## src/include/conv_config.svh

```systemverilog
`ifndef CONV_CONFIG_SVH
`define CONV_CONFIG_SVH

////////////////////
// Layer geometry
////////////////////

// Output channels computed side by side
`define CONV_LANES 4
// Kernel side and input channels
`define CONV_KDIM 3
`define CONV_CHIN 2
// One window is every kernel position of every input channel
`define CONV_TAPS (`CONV_KDIM * `CONV_KDIM * `CONV_CHIN)
// Output map is CONV_WOUT by CONV_WOUT pixels
`define CONV_WOUT 4
// Output buffer entries, also the starting credit count
`define CONV_FIFO_DEPTH 4

`endif

```

## src/weights.hex

```
// One row per tap 0 to 17
// Digits hold lane 3 down to lane 0 as 16-bit signed weights
F900034001200210
FA80FD10020001F0
FC40048000880300
F810FB6001500122
FE200250FF900404
F9C0061002300098
FB00FCE003100276
FD80012000440188
F880F9A0027003A0
FC10053001C00066
FA20FE40FFC002E4
FF00039003300150
F940FC8000980410
FB700410026001B2
FD30FD9001800320
F8C00280FF2000F0
FC90FEE002900244
FA500570011003C8

```

## src/bias.hex

```
// Bias of lane 0 to lane 3 as 32-bit signed values
00001000
FFFF0000
00020000
00004000
```

## src/design/conv_data_pkg.sv

```systemverilog
`include "conv_config.svh"

package conv_data_pkg;

	// Input pixel and kernel weight
	typedef logic signed [15:0] pixel_t;
	// Accumulator, products and bias
	typedef logic signed [31:0] acc_t;
	// Requantized output word
	typedef logic [15:0] ofm_t;

	// Lane 0 sits in the low bits of both vectors
	typedef logic [`CONV_LANES*16-1:0] ofm_vec_t;
	typedef logic [`CONV_LANES*16-1:0] weight_vec_t;

endpackage

```

## src/design/conv_ctrl_pkg.sv

```systemverilog
`include "conv_config.svh"

package conv_ctrl_pkg;

	// Counters
	typedef logic [$clog2(`CONV_TAPS)-1:0] tap_t;
	// Must reach the full pixel count, not just the last index
	typedef logic [$clog2(`CONV_WOUT*`CONV_WOUT+1)-1:0] pix_t;
	typedef logic [$clog2(`CONV_FIFO_DEPTH+1)-1:0] credit_t;
	typedef logic [7:0] ofm_addr_t;

	// State machines
	typedef enum logic [2:0] {
		core_idle, core_wait_credit, core_accumulate, core_finish, core_done
	} core_state_t;

	typedef enum logic [1:0] {writer_idle, writer_write, writer_done} writer_state_t;

endpackage

```

## src/design/kernel_rom.sv

```systemverilog
`include "conv_config.svh"

module kernel_rom
	import conv_data_pkg::*;
	import conv_ctrl_pkg::*;
(
	input  logic        clk,
	input  tap_t        rom_tap,
	output weight_vec_t rom_weights,
	output acc_t        bias [`CONV_LANES]
);

	// One packed row of lane weights per tap
	weight_vec_t weight_mem [`CONV_TAPS];
	// One bias per lane
	acc_t bias_mem [`CONV_LANES];

	////////////////////
	// Image load
	////////////////////

	initial begin
		$readmemh("/design/src/weights.hex", weight_mem);
		$readmemh("/design/src/bias.hex", bias_mem);
	end

	////////////////////
	// Read ports
	////////////////////

	// Registered read, lines up with the core's pixel register
	always_ff @(posedge clk) begin
		rom_weights <= weight_mem[rom_tap];
	end

	// Bias table never changes during a layer
	always_comb begin
		for (int l = 0; l < `CONV_LANES; l++) begin
			bias[l] = bias_mem[l];
		end
	end

endmodule

```

## src/design/conv_core.sv

```systemverilog
`include "conv_config.svh"

module conv_core
	import conv_data_pkg::*;
	import conv_ctrl_pkg::*;
(
	input  logic        clk,
	input  logic        reset,
	input  logic        start,
	input  pixel_t      ifm_pixel,
	input  logic        ifm_valid,
	output logic        ifm_ready,
	output tap_t        rom_tap,
	input  weight_vec_t rom_weights,
	input  acc_t        bias [`CONV_LANES],
	output logic        push,
	output ofm_vec_t    push_data,
	input  logic        credit_return
);

	localparam int WINDOWS = `CONV_WOUT * `CONV_WOUT;
	localparam int OFM_W = $bits(ofm_t);

	core_state_t state;
	// Tap position inside the current window
	tap_t clr_counter;
	credit_t credits;
	pix_t win_started;
	pix_t win_pushed;
	logic accept;
	logic spend;

	// Pipeline stages
	pixel_t pix_reg;
	logic mac_en;
	logic mac_clear;
	logic temp_clr_pulse;
	logic clr_pulse;
	pixel_t lane_weight [`CONV_LANES];
	acc_t acc [`CONV_LANES];
	acc_t biased [`CONV_LANES];

	////////////////////
	// Input handshake
	////////////////////

	// Mid-window the credit is already spent
	always_comb begin
		case (state)
			core_wait_credit: ifm_ready = (credits != '0);
			core_accumulate:  ifm_ready = 1'b1;
			default:          ifm_ready = 1'b0;
		endcase
	end

	assign accept = ifm_valid && ifm_ready;
	// First tap of a window takes a credit
	assign spend = accept && (state == core_wait_credit);
	assign rom_tap = clr_counter;

	////////////////////
	// Window sequencing
	////////////////////

	always_ff @(posedge clk) begin
		if (reset) begin
			state <= core_idle;
			clr_counter <= '0;
			win_started <= '0;
		end else begin
			case (state)
				core_idle, core_done: begin
					if (start) begin
						state <= core_wait_credit;
						clr_counter <= '0;
						win_started <= '0;
					end
				end
				core_wait_credit, core_accumulate: begin
					if (accept) begin
						if (clr_counter == tap_t'(`CONV_TAPS - 1)) begin
							clr_counter <= '0;
							win_started <= win_started + 1'b1;
							// Last window taken, only the drain is left
							if (win_started == pix_t'(WINDOWS - 1))
								state <= core_finish;
							else
								state <= core_wait_credit;
						end else begin
							clr_counter <= clr_counter + 1'b1;
							state <= core_accumulate;
						end
					end
				end
				core_finish: begin
					if (win_pushed == pix_t'(WINDOWS))
						state <= core_done;
				end
				default: state <= core_idle;
			endcase
		end
	end

	// Layer end detection, counts vectors handed to the buffer
	always_ff @(posedge clk) begin
		if (reset)
			win_pushed <= '0;
		else if (start && (state == core_idle || state == core_done))
			win_pushed <= '0;
		else if (push)
			win_pushed <= win_pushed + 1'b1;
	end

	// Spend and return may land on the same edge
	always_ff @(posedge clk) begin
		if (reset)
			credits <= credit_t'(`CONV_FIFO_DEPTH);
		else
			credits <= credits - credit_t'(spend) + credit_t'(credit_return);
	end

	////////////////////
	// Clear and capture pulses
	////////////////////

	// Accept, then MAC, then bias and quantize, then push
	always_ff @(posedge clk) begin
		if (reset) begin
			mac_en <= 1'b0;
			mac_clear <= 1'b0;
			temp_clr_pulse <= 1'b0;
			clr_pulse <= 1'b0;
			push <= 1'b0;
		end else begin
			mac_en <= accept;
			mac_clear <= accept && (clr_counter == '0);
			temp_clr_pulse <= accept && (clr_counter == tap_t'(`CONV_TAPS - 1));
			clr_pulse <= temp_clr_pulse;
			push <= clr_pulse;
		end
	end

	always_ff @(posedge clk) begin
		if (accept)
			pix_reg <= ifm_pixel;
	end

	////////////////////
	// Lane MAC array
	////////////////////

	always_comb begin
		for (int l = 0; l < `CONV_LANES; l++) begin
			lane_weight[l] = pixel_t'(rom_weights[l*16 +: 16]);
			biased[l] = acc[l] + bias[l];
		end
	end

	// First tap loads the product instead of adding
	always_ff @(posedge clk) begin
		for (int l = 0; l < `CONV_LANES; l++) begin
			if (mac_en) begin
				if (mac_clear)
					acc[l] <= acc_t'(pix_reg) * acc_t'(lane_weight[l]);
				else
					acc[l] <= acc[l] + acc_t'(pix_reg) * acc_t'(lane_weight[l]);
			end
		end
	end

	// ReLU then plain slice of bits 28..14
	always_ff @(posedge clk) begin
		if (clr_pulse) begin
			for (int l = 0; l < `CONV_LANES; l++) begin
				if (biased[l][31])
					push_data[l*OFM_W +: OFM_W] <= '0;
				else
					push_data[l*OFM_W +: OFM_W] <= {1'b0, biased[l][28:14]};
			end
		end
	end

	////////////////////
	// Checks
	////////////////////

	a_credit_max: assert property (@(posedge clk) disable iff (reset)
		credits <= credit_t'(`CONV_FIFO_DEPTH))
		else $error("credit count above buffer depth");

	// Pushed window still holds its credit
	a_push_credit: assert property (@(posedge clk) disable iff (reset)
		push |-> credits < credit_t'(`CONV_FIFO_DEPTH))
		else $error("push without a spent credit");

endmodule

```

## src/design/ofm_fifo.sv

```systemverilog
`include "conv_config.svh"

module ofm_fifo
	import conv_data_pkg::*;
	import conv_ctrl_pkg::*;
(
	input  logic     clk,
	input  logic     reset,
	input  logic     push,
	input  ofm_vec_t push_data,
	output logic     head_valid,
	output ofm_vec_t head_data,
	input  logic     pop,
	output logic     credit_return
);

	localparam int DEPTH = `CONV_FIFO_DEPTH;
	localparam int PTR_W = (DEPTH > 1) ? $clog2(DEPTH) : 1;

	ofm_vec_t mem [DEPTH];
	logic [PTR_W-1:0] wr_ptr;
	logic [PTR_W-1:0] rd_ptr;
	// Fill level
	credit_t count;
	logic do_pop;

	// Wrap also for depths that are not a power of two
	function automatic logic [PTR_W-1:0] next_ptr(input logic [PTR_W-1:0] p);
		if (p == PTR_W'(DEPTH - 1))
			return '0;
		return p + 1'b1;
	endfunction

	////////////////////
	// Head and credits
	////////////////////

	assign head_valid = (count != '0);
	assign head_data = mem[rd_ptr];
	assign do_pop = pop && head_valid;
	// Freed entry goes straight back to the core
	assign credit_return = do_pop;

	////////////////////
	// Storage
	////////////////////

	always_ff @(posedge clk) begin
		if (push)
			mem[wr_ptr] <= push_data;
	end

	always_ff @(posedge clk) begin
		if (reset) begin
			wr_ptr <= '0;
			rd_ptr <= '0;
			count <= '0;
		end else begin
			if (push)
				wr_ptr <= next_ptr(wr_ptr);
			if (do_pop)
				rd_ptr <= next_ptr(rd_ptr);
			count <= count + credit_t'(push) - credit_t'(do_pop);
		end
	end

	// Credits should make overflow impossible
	a_no_overflow: assert property (@(posedge clk) disable iff (reset)
		push |-> count < credit_t'(DEPTH))
		else $error("push into full buffer");

	a_no_underflow: assert property (@(posedge clk) disable iff (reset)
		pop |-> count != '0)
		else $error("pop from empty buffer");

endmodule

```

## src/design/ofm_writer.sv

```systemverilog
`include "conv_config.svh"

module ofm_writer
	import conv_data_pkg::*;
	import conv_ctrl_pkg::*;
(
	input  logic      clk,
	input  logic      reset,
	input  logic      start,
	input  logic      head_valid,
	input  ofm_vec_t  head_data,
	output logic      pop,
	output logic      ofm_we,
	output ofm_addr_t ofm_addr,
	output ofm_t      ofm_data,
	input  logic      ofm_ready,
	output logic      layer_done
);

	localparam int WINDOWS = `CONV_WOUT * `CONV_WOUT;
	localparam int OFM_W = $bits(ofm_t);
	localparam int LANE_W = (`CONV_LANES > 1) ? $clog2(`CONV_LANES) : 1;

	writer_state_t state;
	// Local copy of the head vector
	ofm_vec_t word_vec;
	logic [LANE_W-1:0] lane_idx;
	pix_t pix_idx;
	logic word_taken;
	logic last_word;
	logic load;

	assign word_taken = ofm_we && ofm_ready;
	assign last_word = word_taken && (lane_idx == LANE_W'(`CONV_LANES - 1));
	// Wait out the pop cycle, the head is still the old vector then
	assign load = (state == writer_write) && !ofm_we && !pop && head_valid;

	////////////////////
	// Word sequencing
	////////////////////

	always_ff @(posedge clk) begin
		if (reset) begin
			state <= writer_idle;
			ofm_we <= 1'b0;
			pop <= 1'b0;
			lane_idx <= '0;
			pix_idx <= '0;
		end else begin
			pop <= 1'b0;
			case (state)
				writer_idle, writer_done: begin
					// Restart goes straight to writing
					if (start) begin
						state <= writer_write;
						lane_idx <= '0;
						pix_idx <= '0;
					end
				end
				writer_write: begin
					if (last_word) begin
						ofm_we <= 1'b0;
						pop <= 1'b1;
						lane_idx <= '0;
						pix_idx <= pix_idx + 1'b1;
						if (pix_idx == pix_t'(WINDOWS - 1))
							state <= writer_done;
					end else if (word_taken) begin
						lane_idx <= lane_idx + 1'b1;
					end else if (load) begin
						ofm_we <= 1'b1;
					end
				end
				default: state <= writer_idle;
			endcase
		end
	end

	always_ff @(posedge clk) begin
		if (load)
			word_vec <= head_data;
	end

	////////////////////
	// Write port
	////////////////////

	// Address is pixel times lanes plus lane
	assign ofm_addr = ofm_addr_t'(pix_idx * `CONV_LANES + lane_idx);
	assign ofm_data = word_vec[lane_idx*OFM_W +: OFM_W];
	assign layer_done = (state == writer_done);

	// Stalled word must not move
	a_addr_hold: assert property (@(posedge clk) disable iff (reset)
		ofm_we && !ofm_ready |=> ofm_we && $stable(ofm_addr))
		else $error("output word changed under back-pressure");

endmodule

```

## src/design/conv_layer.sv

```systemverilog
`include "conv_config.svh"

module conv_layer
	import conv_data_pkg::*;
	import conv_ctrl_pkg::*;
(
	input  logic      clk,
	input  logic      reset,
	input  logic      start,
	input  pixel_t    ifm_pixel,
	input  logic      ifm_valid,
	output logic      ifm_ready,
	output logic      ofm_we,
	output ofm_addr_t ofm_addr,
	output ofm_t      ofm_data,
	input  logic      ofm_ready,
	output logic      layer_done
);

	// ROM side
	tap_t rom_tap;
	weight_vec_t rom_weights;
	acc_t bias [`CONV_LANES];

	// Core to buffer
	logic push;
	ofm_vec_t push_data;
	logic credit_return;

	// Buffer to writer
	logic head_valid;
	ofm_vec_t head_data;
	logic pop;

	kernel_rom u_rom (
		.clk         (clk),
		.rom_tap     (rom_tap),
		.rom_weights (rom_weights),
		.bias        (bias)
	);

	conv_core u_core (
		.clk           (clk),
		.reset         (reset),
		.start         (start),
		.ifm_pixel     (ifm_pixel),
		.ifm_valid     (ifm_valid),
		.ifm_ready     (ifm_ready),
		.rom_tap       (rom_tap),
		.rom_weights   (rom_weights),
		.bias          (bias),
		.push          (push),
		.push_data     (push_data),
		.credit_return (credit_return)
	);

	ofm_fifo u_fifo (
		.clk           (clk),
		.reset         (reset),
		.push          (push),
		.push_data     (push_data),
		.head_valid    (head_valid),
		.head_data     (head_data),
		.pop           (pop),
		.credit_return (credit_return)
	);

	ofm_writer u_writer (
		.clk        (clk),
		.reset      (reset),
		.start      (start),
		.head_valid (head_valid),
		.head_data  (head_data),
		.pop        (pop),
		.ofm_we     (ofm_we),
		.ofm_addr   (ofm_addr),
		.ofm_data   (ofm_data),
		.ofm_ready  (ofm_ready),
		.layer_done (layer_done)
	);

endmodule

```

## config.mk

```make
export PLATFORM = sky130hd
export DESIGN_NAME = conv_layer
export DESIGN_NICKNAME = d
export VERILOG_FILES = /design/src/design/conv_data_pkg.sv /design/src/design/conv_ctrl_pkg.sv /design/src/design/kernel_rom.sv /design/src/design/conv_core.sv /design/src/design/ofm_fifo.sv /design/src/design/ofm_writer.sv /design/src/design/conv_layer.sv
export VERILOG_INCLUDE_DIRS = /design/src /design/src/include
export SDC_FILE = /design/constraint.sdc
export NUM_CORES = 1
export LEC_CHECK = 0
export ABC_AREA = 1
export BUFFER_PORTS_ARGS = -buffer_cell sky130_fd_sc_hd__buf_2
export CAP_MARGIN = 5
export CORE_UTILIZATION = 49
export CTS_CLUSTER_SIZE = 16
export DETAILED_ROUTE_END_ITERATION = 8
export PLACE_DENSITY = 0.75
export SLEW_MARGIN = 10
export SYNTH_ARGS = -nofsm -noshare
export SYNTH_HDL_FRONTEND = slang
export SYNTH_SLANG_ARGS = --single-unit
export TNS_END_PERCENT = 50
```

## constraint.sdc

```tcl
create_clock -name clk -period 2.3 [get_ports clk]
set_clock_uncertainty 0.1 [all_clocks]
set_input_delay 0.23 -clock clk [delete_from_list [all_inputs] [get_ports clk]]
set_output_delay 0.23 -clock clk [all_outputs]
set_load 0.02 [all_outputs]
```

==> reports/qor.yml <==
status: "complete, no violations"
setup_viol: 0
initial_core_util: 0.5257
worstPathRequired_ns: 2.44
synthToLayoutAreaGrowth_pct: 11.80
combPwrFrac: 0.419
p_total_mw: 2.455
synth_edf_count: 0
die-height_um: 68.45
layout_setup_ws_ns: 0.1121
cts.sinks: 38
arrival_ns: 2.33
grtUsageTotal: 0.1855
ys_seq_area_frac: 0.3516
switchingPower_mw: 0.9907
pin_count: 48
r2r_start: "u_core.state[2]"
cp.depth: 12
dieArea_um2: 4685
crit_buf_inv: 4
reg2reg_slack_ns: 0.11
grt_pass1_wl_mm: 6.423
yosysUniqueCellTypes: 35
hold_violations: 0
antenna_cells: 0
dp_hpwl_mm: 2.735
multiInputGateArea_um2: 1154
yosys.area.top_type: "dfxtp_1"
finalCritPeriodShare: 0.9512
crit_end: "u_core.credits[2]"
r2r_end: "u_core.credits[2]"
max_stage_delay_ns: 0.34
fin_tns_setup_ns: 0
crit_path_end_kind: "register"
layout-drive-gt1-share: 0.1796
holdWs_ns: 0.2027
min_path_type: "input port to register"
register_area_um2: 763.2
grt_pass1_vias: 1517
avgSynthCellArea_um2: 7.284
ant_nets: 0
cts-root-buf: "clkbuf_8"
die_w_um: 68.45
core_area_um2: 4115
synth_top_area_share: 0.3516
layout_common_cells: "45 x inv_1, 45 x nor2_1, 42 x nand2_1"
avgRoutedWirePerCell_um: 10.36
r2r_cells: 12
cts_buffers: 5
slowest_stage: "dfxtp_1"
cp_cell_sequence: "inv_2 -> nand3_1 -> nand2_2 -> inv_2 -> nor4_4 -> ha_1 -> inv_1 -> ha_1 -> inv_1 -> fa_2 -> or2_2 -> nand3_1"
finalMaxSlewViolations: 0
syn_area_um2: 2163
max-vdd-ir-drop_mv: 0.4886
rows: 23
wirelength_mm: 3.864
ys_warn_count: 0
drt-initial-drc-count: 100
power.density_nw_per_um2: 1015
start_kind: "register"
ys.flop_type: "dfxtp_1"
post-place-ws_ns: 0.006510
swShare: 0.4035
fmax_mhz: 457.1
drc_errors: 0
p_seq_frac: 0.345
overflow: 0
grt_max_degree: 18
max-cap-violations: 0
synth-async-reset-ratio: 0
antenna_found_initial: 0
finalCriticalPeriod_ns: 2.188
dr_total_vias: 1764
p_int_mw: 1.465
cts_tree: "done"
first_pass_iters: 4
finish.net_count: 358
cts-htree-levels: 2
synth.area.top_cells: "dfxtp_1 35%, inv_1 8.2%, nor2_1 7.8%"
yosys_register_bits: 38
clkPwrFrac: 0.236
avgViaCountPerCell: 4.729
clkSlewWorstSetupHoldPaths_ns: 0.08
worstPathMaxFanout: 3
clock_latency_ns: 0.30
port_buffers: 14
critPathKind: "register to register"
syn_inst: 297
p_leak_nw: 1.171
clock_path_buffers: 2
fillerInstances: 379
gp_congestion: 0.7925
critPathLaunch: "u_core.state[2]"
path_delay_family: "simple AND/OR/NAND/NOR gates"
## what timing repair did
item | 4_1_cts | 5_1_grt
pin swaps | 0 | 4
hold buffers | 0 | 0
buffers inserted | 0 | 2
endpoints found under the setup margin | 1 | 2
resized for setup | 1 | 8
## how the worst min path moves through the flow
stage	start	end	slack (ns)	cells past startpoint
3_3_place_gp	u_core.clr_pulse	u_core.push	0.30	2
6_report	ifm_valid	u_core.temp_clr_pulse	0.20	3
4_1_cts	ifm_valid	u_core.temp_clr_pulse	0.19	3
5_1_grt	ifm_valid	u_core.temp_clr_pulse	0.21	3
2_1_floorplan	u_core.temp_clr_pulse	u_core.clr_pulse	0.29	2
3_5_place_dp	u_core.temp_clr_pulse	u_core.clr_pulse	0.30	2
## cells in the mapped netlist, types with 2 or more instances
| cell | instances |
|---|---|
| a211oi_1 | 2 |
| a21oi_1 | 15 |
| buf_4 | 18 |
| dfxtp_1 | 38 |
| fa_1 | 2 |
| ha_1 | 13 |
| inv_1 | 47 |
| inv_2 | 4 |
| nand2_1 | 42 |
| nand2_2 | 2 |
| nand2_4 | 2 |
| nand3_1 | 16 |
| nand4_1 | 4 |
| nor2_1 | 45 |
| nor2_2 | 4 |
| nor3_1 | 5 |
| o211ai_1 | 2 |
| o21ai_0 | 10 |
| o21ai_1 | 4 |
| or2_2 | 4 |
| xor2_1 | 4 |
## area by class of cell
class / instances / share of cell area
Sequential cell: 38 / 0.3156
Timing Repair Buffer: 22 / 0.05380
Multi-Input combinational cell: 203 / 0.4770
Tap cell: 50 / 0.02587
Clock buffer: 5 / 0.02845
Inverter: 52 / 0.08070
Clock inverter: 3 / 0.01862
## sequential cells by signal, summed over array words and instances, names as in the netlist, 2 cells and up
signal	cells
u_writer.pix_idx	5
u_fifo.count	3
u_core.win_pushed	5
u_core.rom_tap	5
u_core.credits	3
u_writer.lane_idx	2
u_writer.state	2
u_core.win_started	5
u_core.state	3
## metrics by stage
| stage | cell area (µm²) | utilization | std cells |
|---|---|---|---|
| after detailed placement | 2257 | 0.5485 | 363 |
| after global placement | 2257 | 0.5485 | 363 |
| after floorplan | 2223 | - | 313 |
| after global routing | 2419 | 0.5877 | 373 |
| after CTS | 2377 | 0.5777 | 371 |
| final | 2419 | 0.5877 | 373 |
## metal layers
layer	vias to the layer above	global-route usage	wire, µm
met4	0	0.07813	63
li1	950	-	-
met5	-	0	0
met1	776	0.2319	1865
met3	7	0.03500	116
met2	31	0.3088	1817
## kinds of logic after synthesis
kind of cell	synth area share
AO/OA/AOI/OAI	0.09948
XOR/XNOR	0.01619
adder cells (fa/ha/maj)	0.09370
buffers and inverters	0.1567
flip-flops	0.3516
other	0.001733
AND/OR/NAND/NOR	0.2805
## worst register-to-register path, delay by kind of cell, from the launching register on
kind	cells	cell delay, ns
adders and majority gates	3	0.71
buffers and inverters	4	0.24
DFF	1	0.34
and+or+nand+nor	5	0.74
## power groups by stage
stage / Combinational, mW / Clock, mW / Sequential (mW)
3_5_place_dp: 0.947 / 0 / 0.850
4_1_cts: 0.971 / 0.584 / 0.836
6_report: 1.03 / 0.580 / 0.847
2_1_floorplan: 0.748 / 0 / 0.845
5_1_grt: 1.15 / 0.604 / 0.861
3_3_place_gp: 0.930 / 0 / 0.848
No activity file was read; power rests on OpenSTA's default activity.
